[config.mk]
export PLATFORM = sky130hd
export DESIGN_NAME = scratch_mem
export DESIGN_NICKNAME = d
export VERILOG_FILES = /design/src/source/mem_geom_pkg.sv /design/src/source/mem_bus_pkg.sv /design/src/source/access_ctrl.sv /design/src/source/busy_timer.sv /design/src/source/byte_lane_ram.sv /design/src/source/scratch_mem.sv
export SDC_FILE = /design/constraint.sdc
export NUM_CORES = 2
export LEC_CHECK = 0
export ABC_CLOCK_PERIOD_IN_PS = 5570
export BUFFER_PORTS_ARGS = -buffer_cell sky130_fd_sc_hd__buf_4
export CAP_MARGIN = 20
export CORE_MARGIN = 5
export CORE_UTILIZATION = 40
export DETAILED_ROUTE_END_ITERATION = 12
export HOLD_SLACK_MARGIN = 0.05
export PLACE_DENSITY = 0.54
export SYNTH_ARGS = -nofsm -noshare
export SYNTH_HDL_FRONTEND = slang
export SYNTH_SLANG_ARGS = --single-unit
[constraint.sdc]
create_clock -name clk -period 5.57 [get_ports clk]
set_clock_uncertainty 0.05 [all_clocks]
set_input_delay 0.2785 -clock clk [delete_from_list [all_inputs] [get_ports clk]]
set_output_delay 0.2785 -clock clk [all_outputs]
set_load 0.05 [all_outputs]
[src/source/mem_geom_pkg.sv]
// geometry of the scratch memory: lane width, lanes per word, address field width
// and the storage types built from them.
`default_nettype none

package mem_geom_pkg;

    // bits in one byte lane.
    localparam int LANE_W = 8;

    // lanes in one bus word.
    localparam int LANES = 4;

    // width of the request address field.
    // the RAM uses only the low DEPTH_LOG2 bits of it.
    localparam int ADDR_W = 16;

    // one byte of storage.
    typedef logic [LANE_W-1:0] lane_t;

    // a bus word as packed lanes, lane 0 in the low byte.
    typedef lane_t [LANES-1:0] word_t;

    // one write enable per lane.
    typedef logic [LANES-1:0] lane_en_t;

endpackage : mem_geom_pkg

`default_nettype wire

[src/source/mem_bus_pkg.sv]
// bus side of the scratch memory: the command encoding and the request
// and response structs.
`default_nettype none

package mem_bus_pkg;

    import mem_geom_pkg::*;

    // access kind carried with each request.
    typedef enum logic {
        CMD_READ  = 1'b0,
        CMD_WRITE = 1'b1
    } mem_cmd_e;

    // request as sampled on the strobe, 53 bits.
    typedef struct packed {
        mem_cmd_e          cmd;
        logic [ADDR_W-1:0] addr;
        word_t             wdata;
        lane_en_t          byte_en;
    } mem_req_t;

    // response offered for one cycle, 33 bits.
    // rdata reads as zero for writes.
    typedef struct packed {
        mem_cmd_e cmd;
        word_t    rdata;
    } mem_rsp_t;

endpackage : mem_bus_pkg

`default_nettype wire

[src/source/access_ctrl.sv]
// access FSM: accepts requests while idle, runs one RAM cycle, waits for
// the busy timer and formats the response.
`timescale 1ns/1ps
`default_nettype none

module access_ctrl #(
    // length of the busy window, checked by the bound properties.
    parameter int BUSY_CYCLES = 3
) (
    input  logic                            clk,
    input  logic                            arst_n,
    input  logic                            req_valid,
    input  mem_bus_pkg::mem_req_t           req,
    output logic                            busy,
    output logic                            rsp_valid,
    output mem_bus_pkg::mem_rsp_t           rsp,
    output logic                            timer_start,
    input  logic                            timer_last,
    output logic                            ram_cs,
    output logic                            ram_we,
    output logic [mem_geom_pkg::ADDR_W-1:0] ram_addr,
    output mem_geom_pkg::word_t             ram_wdata,
    output mem_geom_pkg::lane_en_t          ram_byte_en,
    input  mem_geom_pkg::word_t             ram_rdata
);

    import mem_bus_pkg::*;

    typedef enum logic [1:0] {
        IDLE,
        ACCESS,
        HOLD
    } state_t;

    state_t   state;
    mem_req_t req_q;
    logic     accept;
    logic     done;

    // the response cycle is idle too, so back-to-back requests are taken.
    assign accept = req_valid && (state == IDLE);

    // last busy cycle, the timer only runs out while in HOLD.
    assign done = (state == HOLD) && timer_last;

    assign timer_start = accept;
    assign busy        = (state != IDLE);

    always_ff @(posedge clk or negedge arst_n) begin
        if (!arst_n) begin
            state <= IDLE;
        end else begin
            case (state)
                IDLE: begin
                    if (accept) begin
                        state <= ACCESS;
                    end
                end
                ACCESS: begin
                    state <= HOLD;
                end
                HOLD: begin
                    if (timer_last) begin
                        state <= IDLE;
                    end
                end
                default: begin
                    state <= IDLE;
                end
            endcase
        end
    end

    // request payload, held for the whole access.
    always_ff @(posedge clk) begin
        if (accept) begin
            req_q <= req;
        end
    end

    // one RAM cycle right after the accept edge.
    assign ram_cs      = (state == ACCESS);
    assign ram_we      = (state == ACCESS) && (req_q.cmd == CMD_WRITE);
    assign ram_addr    = req_q.addr;
    assign ram_wdata   = req_q.wdata;
    assign ram_byte_en = req_q.byte_en;

    // response is offered once; rdata is still held by the RAM here.
    always_ff @(posedge clk or negedge arst_n) begin
        if (!arst_n) begin
            rsp_valid <= 1'b0;
            rsp       <= '0;
        end else begin
            rsp_valid <= done;
            if (done) begin
                rsp.cmd   <= req_q.cmd;
                rsp.rdata <= (req_q.cmd == CMD_READ) ? ram_rdata : '0;
            end
        end
    end

endmodule : access_ctrl

`default_nettype wire

[src/source/busy_timer.sv]
// down-counter that measures the busy window and flags its final cycle.
`timescale 1ns/1ps
`default_nettype none

module busy_timer #(
    parameter int BUSY_CYCLES = 3
) (
    input  logic clk,
    input  logic arst_n,
    input  logic start,
    output logic last
);

    localparam int CNT_W = $clog2(BUSY_CYCLES);

    logic [CNT_W-1:0] count;
    logic             running;

    // loaded at the accept edge, so the count reaches zero in the
    // last of the BUSY_CYCLES busy cycles.
    always_ff @(posedge clk or negedge arst_n) begin
        if (!arst_n) begin
            count   <= '0;
            running <= 1'b0;
        end else if (start) begin
            count   <= CNT_W'(BUSY_CYCLES - 1);
            running <= 1'b1;
        end else if (running) begin
            if (count == '0) begin
                running <= 1'b0;
            end else begin
                count <= count - 1'b1;
            end
        end
    end

    assign last = running && (count == '0);

endmodule : busy_timer

`default_nettype wire

[src/source/byte_lane_ram.sv]
// byte array with per-lane offset addressing, masked synchronous write
// and a registered word read.
`timescale 1ns/1ps
`default_nettype none

module byte_lane_ram #(
    parameter int DEPTH_LOG2 = 6
) (
    input  logic                            clk,
    input  logic                            arst_n,
    input  logic                            cs,
    input  logic                            we,
    input  logic [mem_geom_pkg::ADDR_W-1:0] addr,
    input  mem_geom_pkg::word_t             wdata,
    input  mem_geom_pkg::lane_en_t          byte_en,
    output mem_geom_pkg::word_t             rdata
);

    import mem_geom_pkg::*;

    localparam int DEPTH = 2 ** DEPTH_LOG2;

    typedef logic [DEPTH_LOG2-1:0] ram_addr_t;

    lane_t     mem [DEPTH];
    ram_addr_t lane_addr [LANES];

    // lane i lives at addr+i, the truncation gives the wrap at the top
    // and drops address bits above DEPTH_LOG2.
    always_comb begin
        for (int i = 0; i < LANES; i++) begin
            lane_addr[i] = ram_addr_t'(addr + ADDR_W'(i));
        end
    end

    // masked write, one byte per enabled lane.
    always_ff @(posedge clk) begin
        if (cs && we) begin
            for (int i = 0; i < LANES; i++) begin
                if (byte_en[i]) begin
                    mem[lane_addr[i]] <= wdata[i];
                end
            end
        end
    end

    // read word is captured once and held until the next read.
    always_ff @(posedge clk or negedge arst_n) begin
        if (!arst_n) begin
            rdata <= '0;
        end else if (cs && !we) begin
            for (int i = 0; i < LANES; i++) begin
                rdata[i] <= mem[lane_addr[i]];
            end
        end
    end

endmodule : byte_lane_ram

`default_nettype wire

[src/source/scratch_mem.sv]
// scratch memory top level: access FSM, busy timer and byte-lane RAM.
`timescale 1ns/1ps
`default_nettype none

module scratch_mem #(
    parameter int DEPTH_LOG2  = 6,
    parameter int BUSY_CYCLES = 3
) (
    input  logic                  clk,
    input  logic                  arst_n,
    input  logic                  req_valid,
    input  mem_bus_pkg::mem_req_t req,
    output logic                  busy,
    output logic                  rsp_valid,
    output mem_bus_pkg::mem_rsp_t rsp
);

    import mem_geom_pkg::*;

    logic              timer_start;
    logic              timer_last;
    logic              ram_cs;
    logic              ram_we;
    logic [ADDR_W-1:0] ram_addr;
    word_t             ram_wdata;
    lane_en_t          ram_byte_en;
    word_t             ram_rdata;

    access_ctrl #(
        .BUSY_CYCLES (BUSY_CYCLES)
    ) u_ctrl (
        .clk         (clk),
        .arst_n      (arst_n),
        .req_valid   (req_valid),
        .req         (req),
        .busy        (busy),
        .rsp_valid   (rsp_valid),
        .rsp         (rsp),
        .timer_start (timer_start),
        .timer_last  (timer_last),
        .ram_cs      (ram_cs),
        .ram_we      (ram_we),
        .ram_addr    (ram_addr),
        .ram_wdata   (ram_wdata),
        .ram_byte_en (ram_byte_en),
        .ram_rdata   (ram_rdata)
    );

    busy_timer #(
        .BUSY_CYCLES (BUSY_CYCLES)
    ) u_timer (
        .clk    (clk),
        .arst_n (arst_n),
        .start  (timer_start),
        .last   (timer_last)
    );

    byte_lane_ram #(
        .DEPTH_LOG2 (DEPTH_LOG2)
    ) u_ram (
        .clk     (clk),
        .arst_n  (arst_n),
        .cs      (ram_cs),
        .we      (ram_we),
        .addr    (ram_addr),
        .wdata   (ram_wdata),
        .byte_en (ram_byte_en),
        .rdata   (ram_rdata)
    );

endmodule : scratch_mem

`default_nettype wire

==> impl_metrics.env <==
export IMPL_syn_cell_area_um2=56200
export IMPL_ant_nets=0
export IMPL_r2r_start="u_ctrl.ram_addr[2]"
export IMPL_dr_pass1_iters=6
export IMPL_crit_chain="buf_4 -> xnor2_4 -> buf_12 -> nand4_2 -> nor2_2 -> nor2_1 -> nand3_1"
export IMPL_wire_per_inst_um=41.2
export IMPL_synth_common_cells="994 x nand2_1, 666 x mux2i_1, 555 x edfxtp_1"
export IMPL_instances_no_fill=7363
export IMPL_core_area_um2=140000
export IMPL_synth_top_flop_cell="edfxtp_1"
export IMPL_synth_edff_count=555
export IMPL_syn_inst=5529
export IMPL_placed_cells=7153
export IMPL_die_area_um2=148000
export IMPL_status="completed"
export IMPL_grt_max_degree=95
export IMPL_avgViaCountPerCell=7.15
export IMPL_slew_headroom_pct=7.46
export IMPL_worstSetupStartpoint="u_ctrl.ram_addr[2]"
export IMPL_grt_pass1_wl_um=408000
export IMPL_start_util_pct=40.3
export IMPL_cts_sinks=626
export IMPL_cp_start_kind="register"
export IMPL_synthMostInstantiatedCell="nand2_1"
export IMPL_rsz0062_at_grt="no"
export IMPL_track_usage_pct=39.7
export IMPL_maxSlewViolCount=0
export IMPL_synth_top_area_cell="edfxtp_1"
export IMPL_drt_iter0_drc=8609
export IMPL_ios=91
export IMPL_clkTransAtPathRegs_ns=0.06
export IMPL_io_buffers=80
export IMPL_hold_viol=0
export IMPL_async_flop_share_pct=11.3
export IMPL_cts_htree_levels=3
export IMPL_netlist_cell_type_count=94
export IMPL_wirelength_um=303000
export IMPL_worst_setup_path_type="reg -> reg"
export IMPL_dp_hpwl_um=204000
export IMPL_hp_class="in -> async"
export IMPL_critPathCaptureType="register"
export IMPL_clockBufferDepth=3
export IMPL_cts_buffers=80
export IMPL_cpMaxStageDelayCell="nand4_2"
export IMPL_synth_warnings=0
export IMPL_cts_tree="done"
export IMPL_antenna_found_initial=16
export IMPL_clock_latency_ns=0.72
export IMPL_grt_met1_usage_pct=52.1
export IMPL_yosysSeqAreaShare_pct=32.8
export IMPL_synth_seq_cells=626
export IMPL_crit_path_max_incr_delay_ns=1.00
export IMPL_die_y_um=385
export IMPL_synthesis_nets=5592
export IMPL_placementRows=137
export IMPL_grt_busiest_layer="met2"
export IMPL_synth_area_per_cell_um2=10.2
export IMPL_fin_nets=5470
export IMPL_cts_root_buf="clkbuf_16"
export IMPL_die_w_um=385
export IMPL_met3_usage_pct=12.6
export IMPL_crit_arrival_ns=5.49
export IMPL_layout_drive_gt1_share_pct=24.9
export IMPL_crit_path_max_fanout=57
export IMPL_p_leak_nw=21.9
export IMPL_fin_crit_ns=5.19
export IMPL_worst_path_dominant_cell_family="simple AND/OR/NAND/NOR gates"
export IMPL_period_share_pct=93.1
export IMPL_worst_pin_slew_ns=1.38
export IMPL_setup_tns_ns=0
export IMPL_ctsResizeCount=0
export IMPL_overflow=0
export IMPL_grtUsageMet2_pct=56.7
export IMPL_required_ns=5.88
export IMPL_place_gp_congestion=1.08
export IMPL_drc_errors=0
export IMPL_fmaxAchievable_ghz=0.193
export IMPL_cp_num_buf_inv=2
export IMPL_finalSetupViolCount=0
export IMPL_synthTopCellsByArea="edfxtp_1 30%, mux4_2 16%, mux2i_1 12%, mux2_2 6.8%, nand2_1 6.6%"
export IMPL_ir_drop_uv=271
export IMPL_maxCapViolations=0
export IMPL_area_growth_pct=9.97
export IMPL_synth_top_area_share_pct=29.7
export IMPL_postCtsSetupRepairBufs=0
export IMPL_powerDensity_nw_per_um2=359
export IMPL_grt_pass1_vias=47600
export IMPL_vias=52600
logic make-up after synthesis:
group                      Yosys count  share of synthesized area [%]
muxes                             1396                           34.3
xor gates and xnor gates            20                          0.499
adders and majority gates            7                          0.156
AOI/OAI and AO/OA                 1192                           12.8
buffers and inverters              610                           5.40
DFF                                626                           32.8
and+or+nand+nor                   1678                           14.0
through the flow:
| stage | power (mW) | instance area [µm²] | utilization [%] | hold WS, ns | setup slack (ns) |
|---|---|---|---|---|---|
| 2_1_floorplan | 12.0 | 56200 | - | -0.0671 | 1.55 |
| 3_3_place_gp | 16.2 | 58600 | 42.0 | 0.407 | 0.707 |
| 3_5_place_dp | 16.2 | 58600 | 42.0 | 0.408 | 0.727 |
| 4_1_cts | 21.7 | 61700 | 44.2 | 0.191 | 0.673 |
| 5_1_grt | 22.5 | 61800 | 44.3 | 0.238 | 0.487 |
| 6_report | 22.2 | 61800 | 44.3 | 0.194 | 0.383 |
worst reg2reg max path, cell delays in order (launching register included):
cell and delay, ns:
edfxtp_1 0.56, buf_4 0.43, xnor2_4 0.92, buf_12 0.43, nand4_2 1.01, nor2_2 0.97
nor2_1 0.11, nand3_1 0.33
metal layers:
layer / vias to the layer above / share of wire, %
met4: 12 / 7.9
met3: 1071 / 13
met5: - / 0.032
li1: 20800 / -
met2: 4356 / 41
met1: 26400 / 37
final timing paths:
path	to	slack, ns	cells after the start
min in group clk	u_ctrl.ram_byte_en[1]	0.23	2
setup / recovery	u_ram.mem[55][4]	0.38	7
setup reg to reg	u_ram.mem[55][4]	0.38	7
max in group asynchronous	u_ram.rdata[10]	4.60	2
hold / removal	u_timer.count[0]	0.19	2
hold reg to reg	u_ctrl.rsp[24]	0.43	2
repair_timing:
action	4_1_cts	5_1_grt
endpoints found under the setup margin	0	0
hold endpoints to repair	117	0
hold buffers	45	0
power breakdown:
group | internal, mW | switching [mW]
Combinational | 3.38 | 7.42
Sequential | 5.59 | 0.353
Clock | 3.14 | 2.31
state kept, by name (all words and copies together), names as in the netlist:
register,cells
u_ctrl.req_q,1
u_ctrl.ram_byte_en,4
u_ctrl.state,2
u_ctrl.rsp_valid,1
u_timer.count,2
u_ctrl.ram_wdata,32
u_timer.running,1
u_ctrl.ram_addr,6
u_ram.rdata,32
u_ram.mem,512
u_ctrl.rsp,33
cells in the final DEF, fill, tap and decap left out, types with 19 or more instances in the layout:
| cell type | instances |
|---|---|
| nand2_1 | 994 |
| mux2i_1 | 666 |
| edfxtp_1 | 555 |
| o21ai_0 | 522 |
| mux4_2 | 387 |
| mux2_2 | 339 |
| buf_4 | 327 |
| nor2_1 | 221 |
| nand3_1 | 152 |
| a21oi_1 | 142 |
| a211oi_1 | 105 |
| o21ai_1 | 95 |
| clkbuf_16 | 84 |
| a21o_1 | 82 |
| dfrtp_1 | 71 |
| o22ai_1 | 49 |
| dlygate4sd3_1 | 45 |
| a31oi_1 | 42 |
| nand2b_1 | 38 |
| a32oi_1 | 32 |
| nor2_2 | 31 |
| nor2_4 | 30 |
| nor3_1 | 30 |
| a2111o_1 | 26 |
| nand4_1 | 21 |
| and3_1 | 21 |
| buf_12 | 19 |
layout make-up:
cell class / instances / area [µm²]
antenna: 15 / 37.5
clock buffer: 104 / 2230
clock inverter: 43 / 408
fill: 13300 / 77700
inverter: 13 / 55.1
multi-input combinational: 4293 / 35000
sequential: 626 / 18400
tap: 1876 / 2350
timing repair buffer: 393 / 3340
No activity file was read; power rests on OpenSTA's default activity.
